<file path="src/verilog/cps_mmr_pkg.sv">
`default_nettype none

package cps_mmr_pkg;

    // CPS-B configuration byte chain, byte 0 holds the last byte shifted in
    localparam int CFG_BYTES         = 23;
    localparam int CFG_IDX_ID        = 0;
    localparam int CFG_IDX_ID_VAL    = 1;
    localparam int CFG_IDX_MULT1     = 2;
    localparam int CFG_IDX_MULT2     = 3;
    localparam int CFG_IDX_RSLT0     = 4;
    localparam int CFG_IDX_RSLT1     = 5;
    localparam int CFG_IDX_LAYER     = 6;
    localparam int CFG_IDX_PRIO0     = 7;
    localparam int CFG_IDX_PRIO1     = 8;
    localparam int CFG_IDX_PRIO2     = 9;
    localparam int CFG_IDX_PRIO3     = 10;
    localparam int CFG_IDX_IN2       = 11;
    localparam int CFG_IDX_IN3       = 12;
    localparam int CFG_IDX_PAL_PAGE  = 13;
    localparam int CFG_IDX_MASK0     = 14;
    localparam int CFG_IDX_MASK1     = 15;
    localparam int CFG_IDX_MASK2     = 16;
    localparam int CFG_IDX_MASK3     = 17;
    localparam int CFG_IDX_GAME      = 18;
    // two bytes each, low byte first
    localparam int CFG_IDX_BANK_OFS  = 19;
    localparam int CFG_IDX_BANK_MASK = 21;

    // CPS-A fixed word addresses
    localparam logic [4:0] A_OBJ_BASE   = 5'h00;
    localparam logic [4:0] A_VRAM1_BASE = 5'h01;
    localparam logic [4:0] A_VRAM2_BASE = 5'h02;
    localparam logic [4:0] A_VRAM3_BASE = 5'h03;
    localparam logic [4:0] A_ROW_BASE   = 5'h04;
    localparam logic [4:0] A_PAL_BASE   = 5'h05;
    localparam logic [4:0] A_HPOS1      = 5'h06;
    localparam logic [4:0] A_VPOS1      = 5'h07;
    localparam logic [4:0] A_HPOS2      = 5'h08;
    localparam logic [4:0] A_VPOS2      = 5'h09;
    localparam logic [4:0] A_HPOS3      = 5'h0a;
    localparam logic [4:0] A_VPOS3      = 5'h0b;
    localparam logic [4:0] A_HSTAR1     = 5'h0c;
    localparam logic [4:0] A_VSTAR1     = 5'h0d;
    localparam logic [4:0] A_HSTAR2     = 5'h0e;
    localparam logic [4:0] A_VSTAR2     = 5'h0f;
    localparam logic [4:0] A_ROW_OFFSET = 5'h10;
    localparam logic [4:0] A_PPU_CTRL   = 5'h11;

    // CPS-B reset values, default layer order 3,2,1,0
    localparam logic [15:0] LAYER_CTRL_RST  = {3'd0, 2'd3, 2'd2, 2'd1, 2'd0, 5'd0};
    localparam logic [15:0] PRIO_RST        = 16'hffff;
    localparam logic [5:0]  PAL_PAGE_EN_RST = 6'h3f;
    localparam logic [15:0] OPEN_BUS        = 16'hffff;

    // palette geometry
    localparam int PAL_PAGES      = 6;
    localparam int PAL_PAGE_WORDS = 512;
    localparam int PAL_WORD_W     = 9;
    localparam int PAL_SRC_W      = 23;
    localparam int PAL_BASE_SHIFT = 7;

    // copy sequencer states
    localparam logic [1:0] SEQ_IDLE = 2'd0;
    localparam logic [1:0] SEQ_FIND = 2'd1;
    localparam logic [1:0] SEQ_COPY = 2'd2;

endpackage

`default_nettype wire

</file>
<file path="src/verilog/cpsb_cfg_chain.sv">
`timescale 1ns/1ps
`default_nettype none

module cpsb_cfg_chain
    import cps_mmr_pkg::*;
(
    input  wire         clk,
    input  wire         cfg_we,
    input  wire  [7:0]  cfg_data,
    output logic [4:0]  addr_id,
    output logic [4:0]  addr_mult1,
    output logic [4:0]  addr_mult2,
    output logic [4:0]  addr_rslt0,
    output logic [4:0]  addr_rslt1,
    output logic [4:0]  addr_layer,
    output logic [4:0]  addr_prio0,
    output logic [4:0]  addr_prio1,
    output logic [4:0]  addr_prio2,
    output logic [4:0]  addr_prio3,
    output logic [4:0]  addr_pal_page,
    output logic [4:0]  addr_in2,
    output logic [4:0]  addr_in3,
    output logic [7:0]  cpsb_id,
    output logic [7:0]  layer_mask0,
    output logic [7:0]  layer_mask1,
    output logic [7:0]  layer_mask2,
    output logic [7:0]  layer_mask3,
    output logic [7:0]  layer_mask4,
    output logic [5:0]  game,
    output logic [15:0] bank_offset,
    output logic [15:0] bank_mask
);

    logic [7:0] cfg_q [0:CFG_BYTES-1];

    // loaded once by the system after power up
    always_ff @(posedge clk) begin
        if (cfg_we) begin
            cfg_q[0] <= cfg_data;
            for (int i = 1; i < CFG_BYTES; i++) begin
                cfg_q[i] <= cfg_q[i-1];
            end
        end
    end

    // byte addresses in the chain, the bus uses word addresses
    assign addr_id       = cfg_q[CFG_IDX_ID][5:1];
    assign addr_mult1    = cfg_q[CFG_IDX_MULT1][5:1];
    assign addr_mult2    = cfg_q[CFG_IDX_MULT2][5:1];
    assign addr_rslt0    = cfg_q[CFG_IDX_RSLT0][5:1];
    assign addr_rslt1    = cfg_q[CFG_IDX_RSLT1][5:1];
    assign addr_layer    = cfg_q[CFG_IDX_LAYER][5:1];
    assign addr_prio0    = cfg_q[CFG_IDX_PRIO0][5:1];
    assign addr_prio1    = cfg_q[CFG_IDX_PRIO1][5:1];
    assign addr_prio2    = cfg_q[CFG_IDX_PRIO2][5:1];
    assign addr_prio3    = cfg_q[CFG_IDX_PRIO3][5:1];
    assign addr_in2      = cfg_q[CFG_IDX_IN2][5:1];
    assign addr_in3      = cfg_q[CFG_IDX_IN3][5:1];
    assign addr_pal_page = cfg_q[CFG_IDX_PAL_PAGE][5:1];

    assign cpsb_id     = cfg_q[CFG_IDX_ID_VAL];
    assign layer_mask0 = cfg_q[CFG_IDX_MASK0];
    assign layer_mask1 = cfg_q[CFG_IDX_MASK1];
    assign layer_mask2 = cfg_q[CFG_IDX_MASK2];
    assign layer_mask3 = cfg_q[CFG_IDX_MASK3];
    // layer 4 shares the mask of layer 3
    assign layer_mask4 = cfg_q[CFG_IDX_MASK3];

    // ROM mapper fields
    assign game        = cfg_q[CFG_IDX_GAME][5:0];
    assign bank_offset = {cfg_q[CFG_IDX_BANK_OFS+1], cfg_q[CFG_IDX_BANK_OFS]};
    assign bank_mask   = {cfg_q[CFG_IDX_BANK_MASK+1], cfg_q[CFG_IDX_BANK_MASK]};

endmodule

`default_nettype wire

</file>
<file path="src/verilog/cpsa_regs.sv">
`timescale 1ns/1ps
`default_nettype none

module cpsa_regs
    import cps_mmr_pkg::*;
(
    input  wire         clk,
    input  wire         reg_rst,
    input  wire         ppu1_cs,
    input  wire  [4:0]  addr,
    input  wire  [1:0]  dsn,
    input  wire  [15:0] cpu_dout,
    input  wire         obj_dma_clr,
    output logic [15:0] vram_obj_base,
    output logic [15:0] vram1_base,
    output logic [15:0] vram2_base,
    output logic [15:0] vram3_base,
    output logic [15:0] vram_row_base,
    output logic [15:0] pal_base,
    output logic [15:0] hpos1,
    output logic [15:0] hpos2,
    output logic [15:0] hpos3,
    output logic [15:0] vpos1,
    output logic [15:0] vpos2,
    output logic [15:0] vpos3,
    output logic [15:0] hstar1,
    output logic [15:0] hstar2,
    output logic [15:0] vstar1,
    output logic [15:0] vstar2,
    output logic [15:0] row_offset,
    output logic [15:0] ppu_ctrl,
    output logic        obj_dma_ok,
    output logic        pal_copy
);

    logic [15:0] regs_q [0:A_PPU_CTRL];
    logic        wr_hit;
    logic        armed_q;

    // dsn is active low, a high bit keeps the old byte
    function automatic logic [15:0] lane_merge(input logic [15:0] old_val,
                                               input logic [15:0] new_val,
                                               input logic [1:0]  lane_n);
        return {lane_n[1] ? old_val[15:8] : new_val[15:8],
                lane_n[0] ? old_val[7:0]  : new_val[7:0]};
    endfunction

    assign wr_hit = ppu1_cs && (addr <= A_PPU_CTRL);

    always_ff @(posedge clk or posedge reg_rst) begin
        if (reg_rst) begin
            for (int i = 0; i <= int'(A_PPU_CTRL); i++) begin
                regs_q[i] <= '0;
            end
        end else if (wr_hit) begin
            regs_q[addr] <= lane_merge(regs_q[addr], cpu_dout, dsn);
        end
    end

    // object DMA request, a new base write beats the clear
    always_ff @(posedge clk or posedge reg_rst) begin
        if (reg_rst) begin
            obj_dma_ok <= 1'b0;
        end else if (ppu1_cs && addr == A_OBJ_BASE) begin
            obj_dma_ok <= 1'b1;
        end else if (obj_dma_clr) begin
            obj_dma_ok <= 1'b0;
        end
    end

    // hold the copy request until the CPU releases the chip select
    always_ff @(posedge clk or posedge reg_rst) begin
        if (reg_rst) begin
            armed_q <= 1'b0;
        end else if (ppu1_cs && addr == A_PAL_BASE) begin
            armed_q <= 1'b1;
        end else if (pal_copy) begin
            armed_q <= 1'b0;
        end
    end

    assign pal_copy = armed_q && !ppu1_cs;

    assign vram_obj_base = regs_q[A_OBJ_BASE];
    assign vram1_base    = regs_q[A_VRAM1_BASE];
    assign vram2_base    = regs_q[A_VRAM2_BASE];
    assign vram3_base    = regs_q[A_VRAM3_BASE];
    assign vram_row_base = regs_q[A_ROW_BASE];
    assign pal_base      = regs_q[A_PAL_BASE];
    assign hpos1         = regs_q[A_HPOS1];
    assign vpos1         = regs_q[A_VPOS1];
    assign hpos2         = regs_q[A_HPOS2];
    assign vpos2         = regs_q[A_VPOS2];
    assign hpos3         = regs_q[A_HPOS3];
    assign vpos3         = regs_q[A_VPOS3];
    assign hstar1        = regs_q[A_HSTAR1];
    assign vstar1        = regs_q[A_VSTAR1];
    assign hstar2        = regs_q[A_HSTAR2];
    assign vstar2        = regs_q[A_VSTAR2];
    assign row_offset    = regs_q[A_ROW_OFFSET];
    assign ppu_ctrl      = regs_q[A_PPU_CTRL];

endmodule

`default_nettype wire

</file>
<file path="src/verilog/cpsb_regs.sv">
`timescale 1ns/1ps
`default_nettype none

module cpsb_regs
    import cps_mmr_pkg::*;
(
    input  wire         clk,
    input  wire         reg_rst,
    input  wire         ppu2_cs,
    input  wire  [4:0]  addr,
    input  wire  [1:0]  dsn,
    input  wire  [15:0] cpu_dout,
    input  wire  [4:0]  addr_id,
    input  wire  [4:0]  addr_mult1,
    input  wire  [4:0]  addr_mult2,
    input  wire  [4:0]  addr_rslt0,
    input  wire  [4:0]  addr_rslt1,
    input  wire  [4:0]  addr_layer,
    input  wire  [4:0]  addr_prio0,
    input  wire  [4:0]  addr_prio1,
    input  wire  [4:0]  addr_prio2,
    input  wire  [4:0]  addr_prio3,
    input  wire  [4:0]  addr_pal_page,
    input  wire  [4:0]  addr_in2,
    input  wire  [4:0]  addr_in3,
    input  wire  [7:0]  cpsb_id,
    input  wire  [3:0]  start_button,
    input  wire  [3:0]  coin_input,
    input  wire  [7:0]  joystick3,
    input  wire  [7:0]  joystick4,
    output logic [15:0] mmr_dout,
    output logic [15:0] layer_ctrl,
    output logic [15:0] prio0,
    output logic [15:0] prio1,
    output logic [15:0] prio2,
    output logic [15:0] prio3,
    output logic [5:0]  pal_page_en
);

    logic [15:0] mult1;
    logic [15:0] mult2;
    logic [15:0] rslt0;
    logic [15:0] rslt1;
    logic [7:0]  in2;
    logic [7:0]  in3;
    logic [15:0] rd_data;
    logic        wr_en;

    // only full word writes reach the CPS-B registers
    assign wr_en = ppu2_cs && (dsn == 2'b00);

    // players 3 and 4 through the C-board
    assign in2 = {start_button[2], coin_input[2], joystick3[5:0]};
    assign in3 = {start_button[3], coin_input[3], joystick4[5:0]};

    // multiplier, the product trails the operands by one cycle
    always_ff @(posedge clk) begin
        if (wr_en && addr == addr_mult1) begin
            mult1 <= cpu_dout;
        end
        if (wr_en && addr == addr_mult2) begin
            mult2 <= cpu_dout;
        end
        {rslt1, rslt0} <= mult1 * mult2;
    end

    always_comb begin
        rd_data = OPEN_BUS;
        // address 31 never decodes
        if (!(&addr)) begin
            if (addr == addr_id)            rd_data = {4'd0, cpsb_id[7:4], 4'd0, cpsb_id[3:0]};
            else if (addr == addr_mult1)    rd_data = mult1;
            else if (addr == addr_mult2)    rd_data = mult2;
            else if (addr == addr_rslt0)    rd_data = rslt0;
            else if (addr == addr_rslt1)    rd_data = rslt1;
            else if (addr == addr_layer)    rd_data = layer_ctrl;
            else if (addr == addr_prio0)    rd_data = prio0;
            else if (addr == addr_prio1)    rd_data = prio1;
            else if (addr == addr_prio2)    rd_data = prio2;
            else if (addr == addr_prio3)    rd_data = prio3;
            else if (addr == addr_pal_page) rd_data = {10'd0, pal_page_en};
            else if (addr == addr_in2)      rd_data = {in2, in2};
            else if (addr == addr_in3)      rd_data = {in3, in3};
        end
    end

    always_ff @(posedge clk or posedge reg_rst) begin
        if (reg_rst) begin
            layer_ctrl  <= LAYER_CTRL_RST;
            prio0       <= PRIO_RST;
            prio1       <= PRIO_RST;
            prio2       <= PRIO_RST;
            prio3       <= PRIO_RST;
            pal_page_en <= PAL_PAGE_EN_RST;
            mmr_dout    <= OPEN_BUS;
        end else if (ppu2_cs) begin
            mmr_dout <= rd_data;
            if (wr_en && addr == addr_layer)    layer_ctrl  <= cpu_dout;
            if (wr_en && addr == addr_prio0)    prio0       <= cpu_dout;
            if (wr_en && addr == addr_prio1)    prio1       <= cpu_dout;
            if (wr_en && addr == addr_prio2)    prio2       <= cpu_dout;
            if (wr_en && addr == addr_prio3)    prio3       <= cpu_dout;
            if (wr_en && addr == addr_pal_page) pal_page_en <= cpu_dout[5:0];
        end
    end

endmodule

`default_nettype wire

</file>
<file path="src/verilog/pal_copy_seq.sv">
`timescale 1ns/1ps
`default_nettype none

module pal_copy_seq
    import cps_mmr_pkg::*;
(
    input  wire                   clk,
    input  wire                   reg_rst,
    input  wire                   pal_copy,
    input  wire  [15:0]           pal_base,
    input  wire  [PAL_PAGES-1:0]  pal_page_en,
    input  wire  [PAL_WORD_W-1:0] word,
    input  wire                   last,
    output logic                  cnt_clr,
    output logic                  cnt_en,
    output logic                  pal_busy,
    output logic                  pal_we,
    output logic [PAL_SRC_W-1:0]  pal_src_addr,
    output logic [11:0]           pal_dst_addr
);

    logic [1:0]                   state_q;
    logic [PAL_PAGES-1:0]         mask_q;
    logic [15:0]                  base_q;
    logic [$clog2(PAL_PAGES)-1:0] page_q;
    logic [$clog2(PAL_PAGES)-1:0] nxt_page;
    logic                         nxt_found;

    // lowest page still waiting in the mask
    always_comb begin
        nxt_found = 1'b0;
        nxt_page  = '0;
        for (int i = PAL_PAGES - 1; i >= 0; i--) begin
            if (mask_q[i]) begin
                nxt_found = 1'b1;
                nxt_page  = i[$clog2(PAL_PAGES)-1:0];
            end
        end
    end

    always_ff @(posedge clk or posedge reg_rst) begin
        if (reg_rst) begin
            state_q <= SEQ_IDLE;
            mask_q  <= '0;
            page_q  <= '0;
        end else begin
            case (state_q)
                SEQ_IDLE: begin
                    if (pal_copy) begin
                        state_q <= SEQ_FIND;
                        mask_q  <= pal_page_en;
                    end
                end
                SEQ_FIND, SEQ_COPY: begin
                    // next page follows the last word without a gap
                    if (state_q == SEQ_FIND || last) begin
                        if (nxt_found) begin
                            state_q          <= SEQ_COPY;
                            page_q           <= nxt_page;
                            mask_q[nxt_page] <= 1'b0;
                        end else begin
                            state_q <= SEQ_IDLE;
                        end
                    end
                end
                default: state_q <= SEQ_IDLE;
            endcase
        end
    end

    always_ff @(posedge clk) begin
        if (state_q == SEQ_IDLE && pal_copy) begin
            base_q <= pal_base;
        end
    end

    assign pal_busy = (state_q != SEQ_IDLE);
    assign pal_we   = (state_q == SEQ_COPY);
    assign cnt_en   = pal_we;
    assign cnt_clr  = (state_q == SEQ_FIND) || (pal_we && last);

    assign pal_dst_addr = 12'(page_q * PAL_PAGE_WORDS) + 12'(word);
    assign pal_src_addr = (PAL_SRC_W'(base_q) << PAL_BASE_SHIFT) + PAL_SRC_W'(pal_dst_addr);

endmodule

`default_nettype wire

</file>
<file path="src/verilog/pal_word_counter.sv">
`timescale 1ns/1ps
`default_nettype none

module pal_word_counter
    import cps_mmr_pkg::*;
(
    input  wire                   clk,
    input  wire                   reg_rst,
    input  wire                   cnt_clr,
    input  wire                   cnt_en,
    output logic [PAL_WORD_W-1:0] word,
    output logic                  last
);

    always_ff @(posedge clk or posedge reg_rst) begin
        if (reg_rst) begin
            word <= '0;
        end else if (cnt_clr) begin
            word <= '0;
        end else if (cnt_en) begin
            word <= word + 1'b1;
        end
    end

    // final word of one palette page
    assign last = (word == PAL_WORD_W'(PAL_PAGE_WORDS - 1));

endmodule

`default_nettype wire

</file>
<file path="src/verilog/cps_mmr_top.sv">
`timescale 1ns/1ps
`default_nettype none

module cps_mmr_top
    import cps_mmr_pkg::*;
(
    input  wire                  clk,
    input  wire                  reg_rst,
    input  wire                  ppu1_cs,
    input  wire                  ppu2_cs,
    input  wire  [4:0]           addr,
    input  wire  [1:0]           dsn,
    input  wire  [15:0]          cpu_dout,
    output logic [15:0]          mmr_dout,
    input  wire                  obj_dma_clr,
    output logic                 obj_dma_ok,
    input  wire  [3:0]           start_button,
    input  wire  [3:0]           coin_input,
    input  wire  [7:0]           joystick3,
    input  wire  [7:0]           joystick4,
    input  wire                  cfg_we,
    input  wire  [7:0]           cfg_data,
    output logic [15:0]          vram_obj_base,
    output logic [15:0]          vram1_base,
    output logic [15:0]          vram2_base,
    output logic [15:0]          vram3_base,
    output logic [15:0]          vram_row_base,
    output logic [15:0]          pal_base,
    output logic [15:0]          hpos1,
    output logic [15:0]          hpos2,
    output logic [15:0]          hpos3,
    output logic [15:0]          vpos1,
    output logic [15:0]          vpos2,
    output logic [15:0]          vpos3,
    output logic [15:0]          hstar1,
    output logic [15:0]          hstar2,
    output logic [15:0]          vstar1,
    output logic [15:0]          vstar2,
    output logic [15:0]          row_offset,
    output logic [15:0]          ppu_ctrl,
    output logic                 pal_copy,
    output logic [5:0]           game,
    output logic [15:0]          bank_offset,
    output logic [15:0]          bank_mask,
    output logic [15:0]          layer_ctrl,
    output logic [15:0]          prio0,
    output logic [15:0]          prio1,
    output logic [15:0]          prio2,
    output logic [15:0]          prio3,
    output logic [5:0]           pal_page_en,
    output logic [7:0]           layer_mask0,
    output logic [7:0]           layer_mask1,
    output logic [7:0]           layer_mask2,
    output logic [7:0]           layer_mask3,
    output logic [7:0]           layer_mask4,
    output logic                 pal_busy,
    output logic                 pal_we,
    output logic [PAL_SRC_W-1:0] pal_src_addr,
    output logic [11:0]          pal_dst_addr
);

    // CPS-B address map from the configuration chain
    logic [4:0] addr_id;
    logic [4:0] addr_mult1;
    logic [4:0] addr_mult2;
    logic [4:0] addr_rslt0;
    logic [4:0] addr_rslt1;
    logic [4:0] addr_layer;
    logic [4:0] addr_prio0;
    logic [4:0] addr_prio1;
    logic [4:0] addr_prio2;
    logic [4:0] addr_prio3;
    logic [4:0] addr_pal_page;
    logic [4:0] addr_in2;
    logic [4:0] addr_in3;
    logic [7:0] cpsb_id;

    // sequencer to word counter
    logic                  cnt_clr;
    logic                  cnt_en;
    logic [PAL_WORD_W-1:0] word;
    logic                  last;

    cpsb_cfg_chain   u_cfg  (.*);
    cpsa_regs        u_cpsa (.*);
    cpsb_regs        u_cpsb (.*);
    pal_copy_seq     u_seq  (.*);
    pal_word_counter u_cnt  (.*);

endmodule

`default_nettype wire

</file>
<file path="config.mk">
export PLATFORM = sky130hd
export DESIGN_NAME = cps_mmr_top
export DESIGN_NICKNAME = d
export VERILOG_FILES = /design/src/verilog/cps_mmr_pkg.sv /design/src/verilog/cpsb_cfg_chain.sv /design/src/verilog/cpsa_regs.sv /design/src/verilog/cpsb_regs.sv /design/src/verilog/pal_copy_seq.sv /design/src/verilog/pal_word_counter.sv /design/src/verilog/cps_mmr_top.sv
export SDC_FILE = /design/constraint.sdc
export NUM_CORES = 2
export LEC_CHECK = 0
export BUFFER_PORTS_ARGS = -buffer_cell sky130_fd_sc_hd__buf_2
export CAP_MARGIN = 20
export CORE_ASPECT_RATIO = 0.8
export CORE_MARGIN = 3
export CORE_UTILIZATION = 58
export CTS_BUF_LIST = sky130_fd_sc_hd__clkbuf_16
export DETAILED_ROUTE_END_ITERATION = 12
export PLACE_DENSITY = 0.89
export REMOVE_ABC_BUFFERS = 1
export SLEW_MARGIN = 20
export SYNTH_ARGS = -nofsm -noshare
export SYNTH_HDL_FRONTEND = slang
export SYNTH_SLANG_ARGS = --single-unit
export TNS_END_PERCENT = 100
</file>
<file path="constraint.sdc">
create_clock -name clk -period 16.3 [get_ports clk]
set_clock_uncertainty 0.2 [all_clocks]
set_input_delay 0.815 -clock clk [delete_from_list [all_inputs] [get_ports clk]]
set_output_delay 0.815 -clock clk [all_outputs]
set_load 0.01 [all_outputs]
</file>
==> qor.yml <==
cts_resized: 0
worst-setup-path-type: "reg2reg"
yosys_warnings: 0
die_area_um2: 67900
antenna_found_initial: 11
power_density_nw_per_um2: 114
rsz0062_at_grt: "no"
crit_arrival_ps: 7450
crit_slowest_cell: "edfxtp_1"
core_area_um2: 63400
pre_cts_slack_ps: 9250
drive_above_1_share: 0.365
startpoint: "u_cpsb.mult2[8]"
synth_edf_count: 232
first_pass_iters: 7
cpPeakStageDelay_ps: 940
ir_worst_vdd_uv: 127
met1_length_um: 42800
path_cells: "nand2_1 -> fa_1 -> inv_1 -> fa_1 -> inv_1 -> fa_1 -> inv_1 -> fa_1 -> fa_1 -> inv_1 -> fa_1 -> inv_1 -> ha_1 -> and4_1 -> nand2_1 -> a2111oi_0 -> o21ai_0 -> a21boi_0 -> nor4_1 -> nor3_1"
rows: 82
wl_met3_um: 16500
cts.path.max_buffers: 3
routed-wl-met2_um: 56100
cts-root-buf: "clkbuf_16"
drc: 0
die_x_um: 291
rr_startpoint: "u_cpsb.mult2[8]"
via_count: 27500
drt_wl_total_um: 123000
yosysUniqueCellTypes: 75
cts_tree: "yes"
finalHoldViolCount: 0
fin_crit_ps: 7130
io_buffers: 559
syn_inst: 2972
viasPerCell: 6.41
max_cap_violations: 0
endpoint_kind: "flip-flop"
drt_iter0_markers: 3117
place_area_um2: 40400
ys_seq_elements: 676
final_common_cell: "buf_2"
netlist_area_um2: 37600
final_area_um2: 42700
ios: 568
die_h_um: 234
crit_family: "adder cells"
top_register: "u_cfg.cfg_q"
fillerInstances: 4329
min_path_type: "in2async"
leakagePower_nw: 20.1
gr-total-overflow: 0
final_nets: 3772
crit_buf_inv: 5
final_cell_mix: "555 x buf_2, 380 x mux2_2, 322 x dfrtp_1"
grt_pass1_wl_um: 181000
syn_area_per_cell_um2: 12.6
highest_layer: "met5"
synthArstFlopShare: 0.609
clock_sinks: 676
grt_usage: 0.357
drv_slew: 0
yosysSeqAreaShare: 0.480
status: "finished, final reports clean"
grt_start_max_net_pins: 156
hpwl_um: 86300
largest_reg_flops: 184
clk_latency_ps: 620
syn2layout_area_growth_pct: 13.6
fin_hold_ws_ps: 87.4
synthFlopType: "dfrtp_1"
postCtsSetupBuffers: 0
setup_slack_ps: 9170
power_mw: 4.88
grt_pass1_vias: 27900
wl_per_cell_um: 28.6
holdBufCountCts: 0
numCtsBuffers: 66
crit_path_max_fanout: 17
setup_viol: 0
post-route-period-util: 0.438
max_freq_mhz: 140
initial_core_util: 0.593
clk_pin_slew_ps: 70
maxSlewHeadroom: 0.192
htree_levels: 3
gp_congestion: 0.960
cp.required_ps: 16620
ant_nets: 0
tns_ps: 0
start_kind: "flip-flop"
crit_top_cell: "fa_1"
worst_pin_slew_ps: 1210
-- worst paths after layout --
path	end	slack, ps	cells after the start
worst max-delay path	u_cpsb.rslt1[9]	9170	20
worst min-delay path	u_cpsa.vram_obj_base[13]	90	2
worst max register to register	u_cpsb.rslt1[9]	9170	20
worst min register to register	u_cfg.cfg_q[0][47]	220	0
max in group asynchronous	u_cpsb.layer_ctrl[9]	12920	5
min in group clk	u_cfg.cfg_q[0][3]	180	1
-- power by group --
group | internal [mW] | leakage [nW] | switching [mW]
Sequential | 2.03 | 7.66 | 0.219
Combinational | 0.457 | 11.4 | 0.631
Clock | 0.844 | 1.10 | 0.699
-- synth_stat cells, types with 89 or more instances --
library cell	count	area share
a21oi_1	93	0.012
and2_1	120	0.020
buf_4	97	0.019
clkbuf_1	89	0.0089
dfrtp_1	322	0.21
dfstp_2	90	0.063
edfxtp_1	232	0.19
fa_1	195	0.10
ha_1	115	0.038
inv_1	247	0.025
mux2_2	380	0.11
nand2_1	251	0.025
nor2_1	99	0.0099
-- cell families after synthesis --
kind of cell,Yosys count,synth area share
compound gates,345,0.0609
xor+xnor,102,0.0238
fa+ha+maj,310,0.142
buf+inv,481,0.0597
flops,676,0.480
mux,458,0.157
simple gates,600,0.0762
-- through the flow --
| step | util | cells |
|---|---|---|
| after floorplan | - | 2738 |
| after global placement | 0.637 | 4169 |
| after detailed placement | 0.637 | 4170 |
| after CTS | 0.671 | 4292 |
| after global routing | 0.673 | 4297 |
| final | 0.673 | 4299 |
-- layer usage --
metal	vias up	GRT usage
met5	-	0
met4	4	0.180
met3	452	0.125
met2	2066	0.566
met1	13900	0.438
li1	11100	-
-- cell type report --
cell class / instances / area, um^2 / area share
diodes: 4 / 10.0 / 0.000235
clock inverters: 55 / 487 / 0.0114
inverters: 247 / 935 / 0.0219
flip-flops and latches: 676 / 18000 / 0.422
multi-input cells: 1815 / 17400 / 0.407
repair buffers: 595 / 3120 / 0.0730
well taps: 840 / 1050 / 0.0246
clock buffers: 67 / 1680 / 0.0393
Note: power is estimated with default switching activity, not from simulation.
